`src/hw/lsu_config.svh`:
```
// load/store unit configuration macros
// data width, PMP region count and granularity
// PMP configuration byte bit positions and TOR mode code

`ifndef LSU_CONFIG_SVH
`define LSU_CONFIG_SVH

// ----------------------------------------
`define LSU_XLEN          32 // data path width
`define LSU_PMP_REGIONS   4  // number of PMP regions
`define LSU_PMP_GRAN_LSB  2  // lowest compared address bit, 4 byte granularity

// ----------------------------------------
`define LSU_PMP_CFG_R     0  // read permit
`define LSU_PMP_CFG_W     1  // write permit
`define LSU_PMP_CFG_AL    3  // mode field low bit
`define LSU_PMP_CFG_AH    4  // mode field high bit
`define LSU_PMP_CFG_L     7  // locked entry
`define LSU_PMP_MODE_TOR  1  // top of range mode

`endif
```
`src/hw/lsu_pkg.sv`:
```
// load/store unit package
// word, byte-enable, funct3 and PMP typedefs
// privilege and arbiter state enums

`include "lsu_config.svh"

package lsu_pkg;

    // ----------------------------------------
    // data path types
    typedef logic [`LSU_XLEN-1:0]   word_t;   // data word or address
    typedef logic [`LSU_XLEN/8-1:0] ben_t;    // one enable per byte lane
    typedef logic [2:0]             funct3_t; // size in [1:0], unsigned in [2]

    // ----------------------------------------
    // PMP types
    typedef logic [`LSU_XLEN-1:0] pmp_addr_t; // upper bound of a TOR region
    typedef logic [7:0]           pmp_cfg_t;  // L..AH AL W R configuration byte

    typedef enum logic {
        PRIV_U = 1'b0, // user mode
        PRIV_M = 1'b1  // machine mode
    } priv_e;

    // ----------------------------------------
    // access arbiter state
    typedef enum logic {
        ST_IDLE = 1'b0, // no access in flight
        ST_PEND = 1'b1  // waiting for ack or trap
    } lsu_state_e;

endpackage

```
`src/hw/lsu_top.sv`:
```
// load/store unit top level
// address/write path, read path, PMP checker and access FSM

`timescale 1ns/10ps

`include "lsu_config.svh"

module lsu_top (
    input  logic               clk_i,                         // rising edge
    input  logic               rstn_i,                        // async, active low
    // core side
    input  logic               mo_we_i,                       // latch address and data
    input  lsu_pkg::word_t     addr_i,                        // access address
    input  lsu_pkg::word_t     wdata_i,                       // store data
    input  lsu_pkg::funct3_t   funct3_i,                      // size and signedness
    input  logic               is_store_i,                    // store when high
    input  logic               bus_req_i,                     // start access
    input  logic               trap_i,                        // abandon access
    input  lsu_pkg::priv_e     priv_i,                        // effective privilege
    input  lsu_pkg::pmp_addr_t pmp_addr_i [`LSU_PMP_REGIONS], // region bounds
    input  lsu_pkg::pmp_cfg_t  pmp_cfg_i  [`LSU_PMP_REGIONS], // region configs
    output lsu_pkg::word_t     rdata_o,                       // load result
    output lsu_pkg::word_t     mar_o,                         // address for trap value
    output logic               wait_o,                        // access not done
    output logic               ma_load_o,
    output logic               ma_store_o,
    output logic               be_load_o,
    output logic               be_store_o,
    // data bus
    output lsu_pkg::word_t     bus_addr_o,
    output lsu_pkg::word_t     bus_wdata_o,
    output lsu_pkg::ben_t      bus_ben_o,
    output logic               bus_re_o,
    output logic               bus_we_o,
    input  lsu_pkg::word_t     bus_rdata_i,
    input  logic               bus_ack_i,
    input  logic               bus_err_i
);

    import lsu_pkg::*;

    word_t mar;        // shared address register
    logic  misaligned;
    logic  ld_fault;   // comb PMP results
    logic  st_fault;

    assign mar_o      = mar;
    assign bus_addr_o = mar;
    assign wait_o     = ~bus_ack_i; // low only in ack cycle

    // ----------------------------------------
    lsu_addr_wdata lsu_addr_wdata_i (
        .clk_i        (clk_i),
        .rstn_i       (rstn_i),
        .mo_we_i      (mo_we_i),
        .addr_i       (addr_i),
        .wdata_i      (wdata_i),
        .funct3_i     (funct3_i),
        .mar_o        (mar),
        .misaligned_o (misaligned),
        .bus_wdata_o  (bus_wdata_o),
        .bus_ben_o    (bus_ben_o)
    );

    lsu_rdata_align lsu_rdata_align_i (
        .clk_i       (clk_i),
        .funct3_i    (funct3_i),
        .mar_i       (mar),
        .bus_rdata_i (bus_rdata_i),
        .rdata_o     (rdata_o)
    );

    lsu_pmp_check lsu_pmp_check_i (
        .addr_i     (addr_i),     // unlatched, stable during access
        .priv_i     (priv_i),
        .pmp_addr_i (pmp_addr_i),
        .pmp_cfg_i  (pmp_cfg_i),
        .ld_fault_o (ld_fault),
        .st_fault_o (st_fault)
    );

    lsu_access_fsm lsu_access_fsm_i (
        .clk_i        (clk_i),
        .rstn_i       (rstn_i),
        .bus_req_i    (bus_req_i),
        .is_store_i   (is_store_i),
        .trap_i       (trap_i),
        .misaligned_i (misaligned),
        .ld_fault_i   (ld_fault),
        .st_fault_i   (st_fault),
        .bus_ack_i    (bus_ack_i),
        .bus_err_i    (bus_err_i),
        .bus_re_o     (bus_re_o),
        .bus_we_o     (bus_we_o),
        .ma_load_o    (ma_load_o),
        .ma_store_o   (ma_store_o),
        .be_load_o    (be_load_o),
        .be_store_o   (be_store_o)
    );

endmodule

```
`src/hw/lsu_access_fsm.sv`:
```
// pending-access arbiter FSM
// error accumulation, bus enables and error flags

`timescale 1ns/10ps

module lsu_access_fsm (
    input  logic clk_i,        // rising edge
    input  logic rstn_i,       // async, active low
    input  logic bus_req_i,    // access start strobe
    input  logic is_store_i,   // store when high
    input  logic trap_i,       // abandon pending access
    input  logic misaligned_i, // from address register
    input  logic ld_fault_i,   // comb PMP load fault
    input  logic st_fault_i,   // comb PMP store fault
    input  logic bus_ack_i,    // slave done
    input  logic bus_err_i,    // slave error, with ack
    output logic bus_re_o,     // read enable, one cycle
    output logic bus_we_o,     // write enable, one cycle
    output logic ma_load_o,    // misaligned load
    output logic ma_store_o,   // misaligned store
    output logic be_load_o,    // load bus or PMP error
    output logic be_store_o    // store bus or PMP error
);

    import lsu_pkg::*;

    lsu_state_e state;
    logic       err;       // error seen on this access
    logic       pmp_r_err; // registered load fault
    logic       pmp_w_err; // registered store fault
    logic       pend;

    assign pend = (state == ST_PEND);

    // ----------------------------------------
    // arbiter
    always_ff @(posedge clk_i or negedge rstn_i) begin
        if (!rstn_i) begin
            state     <= ST_IDLE;
            err       <= 1'b0;
            pmp_r_err <= 1'b0;
            pmp_w_err <= 1'b0;
        end else begin
            pmp_r_err <= ld_fault_i; // sampled every cycle
            pmp_w_err <= st_fault_i;
            unique case (state)
                ST_IDLE: begin
                    err <= 1'b0; // fresh access
                    if (bus_req_i) state <= ST_PEND;
                end
                ST_PEND: begin
                    if (bus_err_i || (is_store_i && pmp_w_err) || (!is_store_i && pmp_r_err))
                        err <= 1'b1; // sticky until idle
                    if (bus_ack_i || trap_i) state <= ST_IDLE;
                end
                default: state <= ST_IDLE;
            endcase
        end
    end

    // ----------------------------------------
    // enables, blocked on misalign or fault
    assign bus_re_o = bus_req_i & ~is_store_i & ~misaligned_i & ~pmp_r_err;
    assign bus_we_o = bus_req_i &  is_store_i & ~misaligned_i & ~pmp_w_err;

    // flags only while pending
    assign ma_load_o  = pend & ~is_store_i & misaligned_i;
    assign ma_store_o = pend &  is_store_i & misaligned_i;
    assign be_load_o  = pend & ~is_store_i & err;
    assign be_store_o = pend &  is_store_i & err;

endmodule

```
`src/hw/lsu_pmp_check.sv`:
```
// data-access PMP checker, TOR regions only
// region match, M/U permission and static priority chain

`timescale 1ns/10ps

`include "lsu_config.svh"

module lsu_pmp_check (
    input  lsu_pkg::word_t     addr_i,                        // data access address
    input  lsu_pkg::priv_e     priv_i,                        // effective privilege
    input  lsu_pkg::pmp_addr_t pmp_addr_i [`LSU_PMP_REGIONS], // region upper bounds
    input  lsu_pkg::pmp_cfg_t  pmp_cfg_i  [`LSU_PMP_REGIONS], // region config bytes
    output logic              ld_fault_o,                    // load not permitted
    output logic              st_fault_o                     // store not permitted
);

    import lsu_pkg::*;

    localparam int NR  = `LSU_PMP_REGIONS;
    localparam int LSB = `LSU_PMP_GRAN_LSB;

    logic [NR-1:0] cmp_ge;  // at or above lower bound
    logic [NR-1:0] cmp_lt;  // below upper bound
    logic [NR-1:0] match;   // region hit in TOR mode
    logic [NR-1:0] perm_rd; // read allowed
    logic [NR-1:0] perm_wr; // write allowed

    // ----------------------------------------
    // per-region match and permission
    for (genvar r = 0; r < NR; r++) begin : g_region
        logic is_tor;
        logic locked;

        if (r == 0) begin : g_first
            assign cmp_ge[r] = 1'b1; // base is zero
        end else begin : g_rest
            assign cmp_ge[r] = addr_i[`LSU_XLEN-1:LSB] >= pmp_addr_i[r-1][`LSU_XLEN-1:LSB];
        end
        assign cmp_lt[r] = addr_i[`LSU_XLEN-1:LSB] < pmp_addr_i[r][`LSU_XLEN-1:LSB];

        assign is_tor   = pmp_cfg_i[r][`LSU_PMP_CFG_AH:`LSU_PMP_CFG_AL] == 2'(`LSU_PMP_MODE_TOR);
        assign match[r] = is_tor & cmp_ge[r] & cmp_lt[r];

        // M mode sees R/W only on locked entries
        assign locked     = pmp_cfg_i[r][`LSU_PMP_CFG_L];
        assign perm_rd[r] = (priv_i == PRIV_M) ? (~locked | pmp_cfg_i[r][`LSU_PMP_CFG_R])
                                               : pmp_cfg_i[r][`LSU_PMP_CFG_R];
        assign perm_wr[r] = (priv_i == PRIV_M) ? (~locked | pmp_cfg_i[r][`LSU_PMP_CFG_W])
                                               : pmp_cfg_i[r][`LSU_PMP_CFG_W];
    end

    // ----------------------------------------
    // priority mux chain, lowest region wins
    always_comb begin
        logic [NR:0] ld_chain;
        logic [NR:0] st_chain;

        ld_chain[NR] = (priv_i != PRIV_M); // no match, U faults
        st_chain[NR] = (priv_i != PRIV_M);
        for (int r = NR-1; r >= 0; r--) begin
            ld_chain[r] = match[r] ? ~perm_rd[r] : ld_chain[r+1];
            st_chain[r] = match[r] ? ~perm_wr[r] : st_chain[r+1];
        end
        ld_fault_o = ld_chain[0];
        st_fault_o = st_chain[0];
    end

endmodule

```
`src/hw/lsu_rdata_align.sv`:
```
// read-data lane selection
// sign or zero extension, registered output

`timescale 1ns/10ps

`include "lsu_config.svh"

module lsu_rdata_align (
    input  logic            clk_i,       // rising edge
    input  lsu_pkg::funct3_t funct3_i,    // size and signedness
    input  lsu_pkg::word_t   mar_i,       // latched address, low bits pick lane
    input  lsu_pkg::word_t   bus_rdata_i, // raw bus word
    output lsu_pkg::word_t   rdata_o      // aligned load result
);

    import lsu_pkg::*;

    logic [7:0]  byte_sel; // addressed byte
    logic [15:0] half_sel; // addressed half-word
    logic        sign_en;  // signed load
    word_t       rdata_nxt;

    assign sign_en  = ~funct3_i[2];                                // lbu, lhu clear it
    assign byte_sel = bus_rdata_i[{mar_i[1:0], 3'b000} +: 8];       // lane by mar[1:0]
    assign half_sel = bus_rdata_i[{mar_i[1], 4'b0000} +: 16];       // half by mar[1]

    // ----------------------------------------
    // extension
    always_comb begin
        unique case (funct3_i[1:0])
            2'b00: begin
                rdata_nxt = {{(`LSU_XLEN-8){sign_en & byte_sel[7]}}, byte_sel};
            end
            2'b01: begin
                rdata_nxt = {{(`LSU_XLEN-16){sign_en & half_sel[15]}}, half_sel};
            end
            default: rdata_nxt = bus_rdata_i; // full word
        endcase
    end

    // sampled every cycle, valid after ack
    always_ff @(posedge clk_i) begin
        rdata_o <= rdata_nxt;
    end

endmodule

```
`src/hw/lsu_addr_wdata.sv`:
```
// memory address register and misalignment detection
// write-data replication and byte enables

`timescale 1ns/10ps

`include "lsu_config.svh"

module lsu_addr_wdata (
    input  logic            clk_i,        // rising edge
    input  logic            rstn_i,       // async, active low
    input  logic            mo_we_i,      // latch strobe from core
    input  lsu_pkg::word_t   addr_i,       // access address
    input  lsu_pkg::word_t   wdata_i,      // store data, low aligned
    input  lsu_pkg::funct3_t funct3_i,     // access size
    output lsu_pkg::word_t   mar_o,        // memory address register
    output logic            misaligned_o, // registered alignment fault
    output lsu_pkg::word_t   bus_wdata_o,  // replicated store data
    output lsu_pkg::ben_t    bus_ben_o     // byte lane enables
);

    import lsu_pkg::*;

    ben_t ben_nxt; // enables for the incoming access

    // ----------------------------------------
    // address and alignment
    always_ff @(posedge clk_i or negedge rstn_i) begin
        if (!rstn_i) begin
            mar_o        <= '0;
            misaligned_o <= 1'b0;
        end else if (mo_we_i) begin
            mar_o <= addr_i;
            unique case (funct3_i[1:0])
                2'b01:   misaligned_o <= addr_i[0];             // half-word
                2'b10:   misaligned_o <= addr_i[1] | addr_i[0]; // word
                default: misaligned_o <= 1'b0;                  // byte, no rv64 size
            endcase
        end
    end

    // lane enables from size and low address bits
    always_comb begin
        unique case (funct3_i[1:0])
            2'b00:   ben_nxt = ben_t'(1) << addr_i[1:0];              // one lane
            2'b01:   ben_nxt = ben_t'(2'b11) << {addr_i[1], 1'b0};    // lower or upper half
            default: ben_nxt = '1;                                    // full word
        endcase
    end

    // ----------------------------------------
    // write data, no reset on payload
    always_ff @(posedge clk_i) begin
        if (mo_we_i) begin
            bus_ben_o <= ben_nxt;
            unique case (funct3_i[1:0])
                2'b00: begin
                    for (int i = 0; i < `LSU_XLEN/8; i++) begin
                        bus_wdata_o[i*8 +: 8] <= wdata_i[7:0]; // byte in every lane
                    end
                end
                2'b01: begin
                    for (int i = 0; i < `LSU_XLEN/16; i++) begin
                        bus_wdata_o[i*16 +: 16] <= wdata_i[15:0]; // both halves
                    end
                end
                default: bus_wdata_o <= wdata_i; // word as is
            endcase
        end
    end

endmodule

```
`config.mk`:
```
export PLATFORM = sky130hd
export DESIGN_NAME = lsu_top
export DESIGN_NICKNAME = d
export VERILOG_FILES = /design/src/hw/lsu_pkg.sv /design/src/hw/lsu_top.sv /design/src/hw/lsu_access_fsm.sv /design/src/hw/lsu_pmp_check.sv /design/src/hw/lsu_rdata_align.sv /design/src/hw/lsu_addr_wdata.sv
export VERILOG_INCLUDE_DIRS = /design/src /design/src/hw
export SDC_FILE = /design/constraint.sdc
export NUM_CORES = 1
export LEC_CHECK = 0
export BUFFER_PORTS_ARGS = -buffer_cell sky130_fd_sc_hd__buf_2
export CAP_MARGIN = 20
export CORE_AREA = 3 3 159 161
export DETAILED_ROUTE_END_ITERATION = 12
export DIE_AREA = 0 0 162 164
export HOLD_SLACK_MARGIN = 0.02
export PLACE_DENSITY = 0.63
export SKIP_CTS_REPAIR_TIMING = 1
export SLEW_MARGIN = 20
export SYNTH_ARGS = -nofsm -noshare
export SYNTH_HDL_FRONTEND = slang
export SYNTH_HIERARCHICAL = 1
export SYNTH_SLANG_ARGS = --single-unit
```
`constraint.sdc`:
```
create_clock -name clk_i -period 5.3 [get_ports clk_i]
set_clock_uncertainty 0.15 [all_clocks]
set_input_delay 0.265 -clock clk_i [delete_from_list [all_inputs] [get_ports clk_i]]
set_output_delay 0.265 -clock clk_i [all_outputs]
set_load 0.01 [all_outputs]
```
==> results of run 1 <==
==> power by group through the flow <==
stage                     clock (mW)  combinational, mW  sequential (mW)
after detailed placement           0              0.692            0.983
after CTS                      0.691              0.694            0.966
after global routing           0.710              0.782            0.975
final                          0.661              0.696            0.966
after floorplan                    0              0.377             1.01
after global placement             0              0.679            0.982
==> state kept, by name, summed over array words and instances, names as in the netlist <==
signal,flops
lsu_addr_wdata_i/mar_o,32
lsu_addr_wdata_i/misaligned_o,1
lsu_addr_wdata_i/bus_ben_o,4
lsu_access_fsm_i/err,1
lsu_rdata_align_i/rdata_o,32
lsu_access_fsm_i/pmp_r_err,1
lsu_addr_wdata_i/bus_wdata_o,32
lsu_access_fsm_i/pend,1
lsu_access_fsm_i/pmp_w_err,1
==> placed cells by master (no fill, tap or decap), drive strengths merged, types with 4 or more instances in the layout <==
cell type and n:
edfxtp 36, ha 123, dlygate4sd3 18, nand4 16, dfrtp 37, nor2b 13, nand2 84, o21a 4
nand2b 6, mux2 53, nor2 44, a22oi 10, nor4 4, nand3 8, o21ai 47, o211ai 4
dfxtp 32, a21oi 91, inv 136, a211oi 5, and3 4, buf 387, nor3 10, clkbuf 10
==> metrics by stage <==
stage / hold slack, ns / cell area (µm²) / std cells / utilization [%]
after detailed placement: 0.317 / 9990 / 1522 / 41.4
after CTS: -0.0682 / 10300 / 1538 / 42.6
after global routing: 0.0202 / 10500 / 1557 / 43.4
after global placement: 0.319 / 9990 / 1522 / 41.4
after floorplan: -0.181 / 8020 / 865 / -
final: 0.0264 / 10500 / 1558 / 43.4
==> cell families (layout without fill, tap and decap cells) <==
kind of cell    Yosys count  after routing
flops                   105            105
buf+inv                 186            553
simple gates            207            207
compound gates          190            190
mux                      54             54
other cells               0              2
fa+ha+maj               123            123
==> worst paths after layout <==
check | slack (ns) | cells past startpoint | end
hold reg to reg | 0.38 | 1 | lsu_addr_wdata_i/mar_o[23]
setup reg to reg | 2.86 | 4 | lsu_rdata_align_i/rdata_o[22]
min in group asynchronous | 0.31 | 2 | lsu_addr_wdata_i/mar_o[7]
setup / recovery | 2.65 | 9 | lsu_access_fsm_i/pmp_w_err
hold / removal | 0.03 | 2 | lsu_addr_wdata_i/mar_o[2]
max in group asynchronous | 4.28 | 2 | lsu_addr_wdata_i/mar_o[20]
==> worst reg2reg max path, delay by kind of cell (launching register included) <==
kind            cells  cell delay [ns]
compound gates      2             0.30
simple gates        1             0.66
mux                 1             0.43
flops               1             0.77
==> final cells by class <==
cell class	instances	share of cell area, %
clock buffer	10	2.19
antenna	2	0.0478
clock inverter	6	0.550
inverter	132	4.74
sequential	105	25.3
timing repair buffer	405	20.3
tap	324	3.88
multi-input combinational	574	43.0
==> metal layers <==
layer | track usage [%] | wire length (µm) | vias to the layer above
met5 | 0 | 48 | -
met4 | 4.11 | 370 | 8
met3 | 4.11 | 1710 | 33
met2 | 32.9 | 12700 | 268
met1 | 22.5 | 10900 | 3410
li1 | - | - | 3706
==> flow_summary.toml, run 1 <==
[layout]
seq_area_um2 = 2650
area_delta_synth_final_pct = 30.4
fin_nets = 1618
multiInputGateArea_um2 = 4500
fill_cells = 2436
drive_above_1_share_pct = 39.1

[run_status]
outcome = "complete, no violations"

[synth]
seq_area_frac_synth_pct = 33.0
synth_area_leaders = "ha_1, edfxtp_1, dfrtp_1, dfxtp_1, inv_1"
synth_top_family_by_area = "adder cells"
syn_area_um2 = 8020
yosysTopAreaCell = "ha_1"
synth_nets = 1256
ys_warn_count = 6
synth_xor_area_share_pct = 0
synth_most_common_cell = "inv_1"
synthSimpleGateAreaFrac_pct = 12.8
syn_inst = 865
synthMuxAreaShare_pct = 9.01
synth_ff_type = "dfrtp_1"
synth_fa_ha_area_share_pct = 19.2
synth-edff-count = 36
synth_seq_cells = 105
synth_compound_area_share_pct = 15.0
yosys.area.top_type_share_pct = 19.2
async_flop_share_pct = 35.2
syn_avg_cell_area_um2 = 9.27
synthTopCellsByCount = "inv_1, ha_1, nand2_1"
synth_cell_types = 69

[critical_path]
cp_num_buf_inv = 1
crit_required_ns = 5.38
cp_slowest_cell = "nor4_1"
cpPeakStageDelay_ns = 0.58
crit_type = "input port to register"
cp_common_cell = "o21ai_0"
cp-start-kind = "input port"
critPathTopFamily = "compound AO/OA/AOI/OAI gates"
startpoint = "addr_i[22]"
path_cells = "buf_2, ha_1, nand4_1, nor4_1, o21a_1, nor3b_1, o21ai_0, o21ai_0, o32ai_1"
worstPathArrival_ns = 2.73
endpoint_kind = "register"
worstReg2RegStart = "lsu_addr_wdata_i/mar_o[1]"
critical_path.max_fanout = 5

[sta]
setup_viol = 0
fin_crit_sh_pct = 50.0
fmax_ghz = 0.378
rsz0062_at_grt = "false"
min_period_ns = 2.65
slew_viol_final = 0
worstMarginPinSlew_ns = 0.955
fin_ws_ns = 2.65
slew_headroom_pct = 36.3
hold_viol_final = 0
fin_tns_setup_ns = 0

[power_and_ir_drop]
ir_worst_vdd_uv = 136
comb_power_share_pct = 30.0
internal-power_mw = 1.58
p_per_area_nw_per_um2 = 222
clock_power_share_pct = 28.4
p_switching_mw = 0.744
pwr-share-seq_pct = 41.6
finalPower_mw = 2.32
swShare_pct = 32.0
p_leak_nw = 5.55

[place]
place.port_buffers = 386
place.gp.congestion = 0.870
dpl.hpwl_mm = 21.5
pre_cts_slack_ns = 2.23

[detailed_routing]
viasPerCell = 4.77
antenna_left = 0
drt_wl_total_mm = 25.7
drc = 0
routedWlPerCell_um = 16.5
vias = 7425
firstDrtPassIters = 7
drt_iter0_markers = 365

[clock_tree]
cts_root_buffer = "clkbuf_16"
htreeDepth = 3
clockBufferDepth = 2
cts_tree = "yes"
clkTransAtPathRegs_ns = 0.08
worstSkewPairLatency_ns = 0.35
cts-buffers-inserted = 9
cts_num_sinks = 105

[die]
fp.dieH_um = 164
core_area_um2 = 24100
fp.dieArea_um2 = 26600
die_w_um = 162
rows = 57
start_util_pct = 33.3
num_io_pins = 407

[global_routing]
grt_max_degree = 56
first_global_vias = 6940
antenna_found_initial = 6
grt_pass1_wl_mm = 37.7
gr-total-overflow = 0
grt_use_total_pct = 18.4

[job]
maxCapViolCount = 0

[min_path]
hp-class = "input port to register"
min_from = "addr_i[2]"
(Power assumes the default switching activity.)
==> inputs of run 2 (changes only) <==
- CORE_AREA: 3 3 159 161 -> 3 3 156 158
- DIE_AREA: 0 0 162 164 -> 0 0 159 161
- PLACE_DENSITY: 0.63 -> 0.65
- clock period: 5.3 -> 2.5 ns (I/O delays scaled with it)
==> flow_summary.toml, run 2 (synthesized netlist as in run 1, its figures left out) <==
[detailed_routing]
drt_wl_total_mm = 27.9
drt_iter0_markers = 388
routedWlPerCell_um = 16.7
viasPerCell = 4.81
antenna_left = 0
vias = 8049
drc = 0
firstDrtPassIters = 6

[layout]
final_cell_mix = "buf_2, inv_1, ha_1"
final_common_cell = "buf_2"
fin_util_pct = 49.9
area_delta_synth_final_pct = 44.6
fill_cells = 2180
fin_nets = 1738
drive_above_1_share_pct = 38.7
top_regs = "lsu_addr_wdata_i/bus_wdata_o (32), lsu_addr_wdata_i/mar_o (32), lsu_rdata_align_i/rdata_o (32)"

[critical_path]
rrSetupSlack_ns = 0.07
crit_type = "register to register"
cp-start-kind = "register"
worstRegToRegCells = 6
r2r_end = "lsu_rdata_align_i/rdata_o[3]"
crit_required_ns = 2.65
critical_path.max_fanout = 8
worstPathArrival_ns = 2.58
endpoint_kind = "register"
worstReg2RegStart = "lsu_addr_wdata_i/mar_o[0]"

[global_routing]
gr-total-overflow = 0
first_global_vias = 7423
grt_pass1_wl_mm = 39.9
antenna_found_initial = 1
grt_max_degree = 55
grt_use_total_pct = 19.6

[min_path]
hold_depth = 3
hp-class = "input port to register"
min_from = "wdata_i[10]"
min_to = "lsu_addr_wdata_i/bus_wdata_o[10]"

[die]
core_area_um2 = 23300
die_w_um = 159
start_util_pct = 34.5
fp.dieArea_um2 = 25600
num_io_pins = 407
fp.dieH_um = 161
rows = 56

[power_and_ir_drop]
p_per_area_nw_per_um2 = 451
p_leak_nw = 6.10
ir_worst_vdd_uv = 347
finalPower_mw = 5.23

[place]
place.gp.congestion = 0.884
place.port_buffers = 386
pre_cts_slack_ns = -0.176
dpl.hpwl_mm = 22.0

[sta]
hold_viol_final = 1
min_period_ns = 2.43
hold_ws_ns = -0.0129
slew_viol_final = 0
worstMarginPinSlew_ns = 0.557
slew_headroom_pct = 62.8
fin_ws_ns = 0.0747
fmax_ghz = 0.412
fin_crit_sh_pct = 97.0
setup_viol = 0

[clock_tree]
worstSkewPairLatency_ns = 0.35
cts-buffers-inserted = 9
cts_root_buffer = "clkbuf_16"
clockBufferDepth = 2
clkTransAtPathRegs_ns = 0.08
htreeDepth = 3
cts_num_sinks = 105
cts_tree = "yes"

[run_status]
violations = "hold timing"
outcome = "complete, but fails checks"

[job]
maxCapViolCount = 0
[run 2: power by group]
group | switching (mW) | internal [mW]
combinational | 0.854 | 0.832
sequential | 0.0914 | 1.95
clock | 0.731 | 0.770
[run 2: cell type report]
type | count | area [µm²] | area share [%]
inverter | 132 | 495 | 4.27
antenna | 1 | 2.50 | 0.0216
clock buffer | 10 | 250 | 2.16
timing repair buffer | 525 | 3240 | 27.9
tap | 319 | 399 | 3.44
multi-input combinational | 574 | 4500 | 38.8
sequential | 105 | 2650 | 22.8
clock inverter | 6 | 70.1 | 0.604
[run 2: worst max-delay path by stage]
stage / cells past startpoint / from / end / slack, ns
global placement: 9 / addr_i[29] / lsu_access_fsm_i/pmp_r_err / -0.1
floorplan: 9 / pmp_addr_i[29] / lsu_access_fsm_i/pmp_r_err / 0.33
global route: 6 / lsu_addr_wdata_i/mar_o[0] / lsu_rdata_align_i/rdata_o[3] / -0.09
CTS: 9 / addr_i[29] / lsu_access_fsm_i/pmp_r_err / 0.21
detailed placement: 9 / addr_i[29] / lsu_access_fsm_i/pmp_r_err / -0.18
finish: 6 / lsu_addr_wdata_i/mar_o[0] / lsu_rdata_align_i/rdata_o[3] / 0.07
[run 2: layer usage]
| metal | global-route usage [%] | vias to the layer above | part of all wire, % |
|---|---|---|---|
| li1 | - | 3947 | - |
| met4 | 4.54 | 0 | 1.9 |
| met1 | 25.0 | 3707 | 43 |
| met3 | 3.62 | 39 | 6.2 |
| met5 | 0 | - | 0 |
| met2 | 34.5 | 356 | 49 |
[run 2: critical path, stage by stage, from the launching register on]
cell and delay (ns):
dfrtp_1 0.51, nor2b_1 0.22, buf_4 0.17, nor2b_1 0.38, a22oi_1 0.16, o21ai_0 0.22
dlygate4sd3_1 0.58
[run 2: stage by stage]
step	area, µm²	setup TNS, ns	hold WS, ns	instances
2_1_floorplan	8020	0	-0.321	865
3_3_place_gp	10300	-0.176	-0.0357	1557
3_5_place_dp	10300	-0.328	-0.0268	1557
4_1_cts	10600	0	-0.427	1573
5_1_grt	11600	-0.112	0.0246	1672
6_report	11600	0	-0.0129	1672
==> inputs of run 3 (changes only) <==
- PLACE_DENSITY: 0.65 -> 0.67
==> flow_summary.toml, run 3 (synthesized netlist as in run 1, its figures left out) <==
[die]
fp.dieH_um = 161
rows = 56
die_w_um = 159
fp.dieArea_um2 = 25600
num_io_pins = 407
start_util_pct = 34.5
core_area_um2 = 23300

[detailed_routing]
drt_iter0_markers = 304
drc = 0
drt_wl_total_mm = 27.8
antenna_left = 0
firstDrtPassIters = 8
vias = 7999
routedWlPerCell_um = 16.6
viasPerCell = 4.78

[layout]
final_cells = 1673
top_regs = "lsu_addr_wdata_i/bus_wdata_o (32), lsu_addr_wdata_i/mar_o (32), lsu_rdata_align_i/rdata_o (32)"
fin_nets = 1739
drive_above_1_share_pct = 38.9
final_cell_mix = "buf_2, inv_1, ha_1"
final_common_cell = "buf_2"
area_delta_synth_final_pct = 44.5

[sta]
worstMarginPinSlew_ns = 0.693
hold_ws_ns = -0.00225
fin_ws_ns = -0.105
slew_headroom_pct = 53.4
fmax_ghz = 0.384
hold_viol_final = 1
slew_viol_final = 0
min_period_ns = 2.60
fin_crit_sh_pct = 104
setup_viol = 1

[critical_path]
cp-start-kind = "register"
path_cells = "nor2b_1, buf_4, nor2b_1, a22oi_1, o21ai_0, dlygate4sd3_1"
cp_slowest_cell = "dlygate4sd3_1"
endpoint_kind = "register"
worstPathArrival_ns = 2.75
cpPeakStageDelay_ns = 0.63
crit_required_ns = 2.64
worstReg2RegStart = "lsu_addr_wdata_i/mar_o[0]"
r2r_end = "lsu_rdata_align_i/rdata_o[3]"
cp_common_cell = "nor2b_1"
crit_type = "register to register"
critical_path.max_fanout = 9
rrSetupSlack_ns = -0.10
worstRegToRegCells = 6

[place]
place.port_buffers = 386
place.gp.congestion = 0.868
pre_cts_slack_ns = -0.264
dpl.hpwl_mm = 21.9
dp.cells = 1558

[run_status]
violations = "hold timing, setup timing"
outcome = "complete, but fails checks"

[power_and_ir_drop]
pwr-share-seq_pct = 39.5
p_per_area_nw_per_um2 = 447
ir_worst_vdd_uv = 271
swShare_pct = 32.1
p_leak_nw = 6.10
comb_power_share_pct = 32.5
p_switching_mw = 1.66
internal-power_mw = 3.52
clock_power_share_pct = 28.0

[global_routing]
grt_use_total_pct = 19.6
grt_pass1_wl_mm = 39.8
gr-total-overflow = 0
grt_max_degree = 47
first_global_vias = 7443
antenna_found_initial = 2

[min_path]
min_from = "wdata_i[8]"
hold_depth = 3
hp-class = "input port to register"
min_to = "lsu_addr_wdata_i/bus_wdata_o[8]"

[clock_tree]
cts_tree = "yes"
clkTransAtPathRegs_ns = 0.08
cts-buffers-inserted = 9
worstSkewPairLatency_ns = 0.35
clockBufferDepth = 2
htreeDepth = 3
cts_root_buffer = "clkbuf_16"
cts_num_sinks = 105

[job]
maxCapViolCount = 0
-- run 3: how the worst max path moves through the flow --
stage	startpoint	endpoint	slack, ns
finish	lsu_addr_wdata_i/mar_o[0]	lsu_rdata_align_i/rdata_o[3]	-0.10
global route	lsu_addr_wdata_i/mar_o[0]	lsu_rdata_align_i/rdata_o[3]	-0.20
CTS	addr_i[27]	lsu_access_fsm_i/pmp_w_err	0.10
detailed placement	addr_i[27]	lsu_access_fsm_i/pmp_w_err	-0.26
global placement	addr_i[29]	lsu_access_fsm_i/pmp_w_err	-0.11
floorplan	pmp_addr_i[29]	lsu_access_fsm_i/pmp_r_err	0.33
-- run 3: worst max-delay path: cells and delay by family (launching register included) --
family	cells	cell delay [ns]
compound gates	2	0.49
buf+inv	2	0.80
flops	1	0.50
simple gates	2	0.60
-- run 3: final cells by class --
type / count / area (µm²)
Fill cell: 2174 / 11700
Multi-Input combinational cell: 574 / 4510
Timing Repair Buffer: 526 / 3240
Sequential cell: 105 / 2650
Inverter: 132 / 495
Tap cell: 319 / 399
Clock buffer: 10 / 239
Clock inverter: 6 / 57.6
Antenna cell: 1 / 2.50
-- run 3: power groups by stage --
| stage | Clock (mW) | Combinational (mW) | Sequential (mW) |
|---|---|---|---|
| global placement | 0 | 1.52 | 2.08 |
| CTS | 1.50 | 1.55 | 2.04 |
| floorplan | 0 | 0.800 | 2.15 |
| global route | 1.56 | 1.86 | 2.07 |
| finish | 1.45 | 1.68 | 2.05 |
| detailed placement | 0 | 1.54 | 2.08 |
-- run 3: through the flow --
stage / power [mW] / TNS, ns / instance area, µm² / util, %
detailed placement: 3.62 / -0.467 / 10300 / 44.3
CTS: 5.09 / 0 / 10600 / 45.6
global route: 5.49 / -0.259 / 11600 / 49.8
finish: 5.18 / -0.105 / 11600 / 49.8
floorplan: 2.95 / 0 / 8020 / -
global placement: 3.59 / -0.185 / 10300 / 44.3
-- run 3: routing by layer --
layer | up-vias | wire length, µm | global-route usage (%)
li1 | 3960 | - | -
met1 | 3624 | 11600 | 24.5
met2 | 364 | 13700 | 34.2
met3 | 49 | 1830 | 4.10
met4 | 2 | 633 | 5.81
met5 | - | 13 | 0
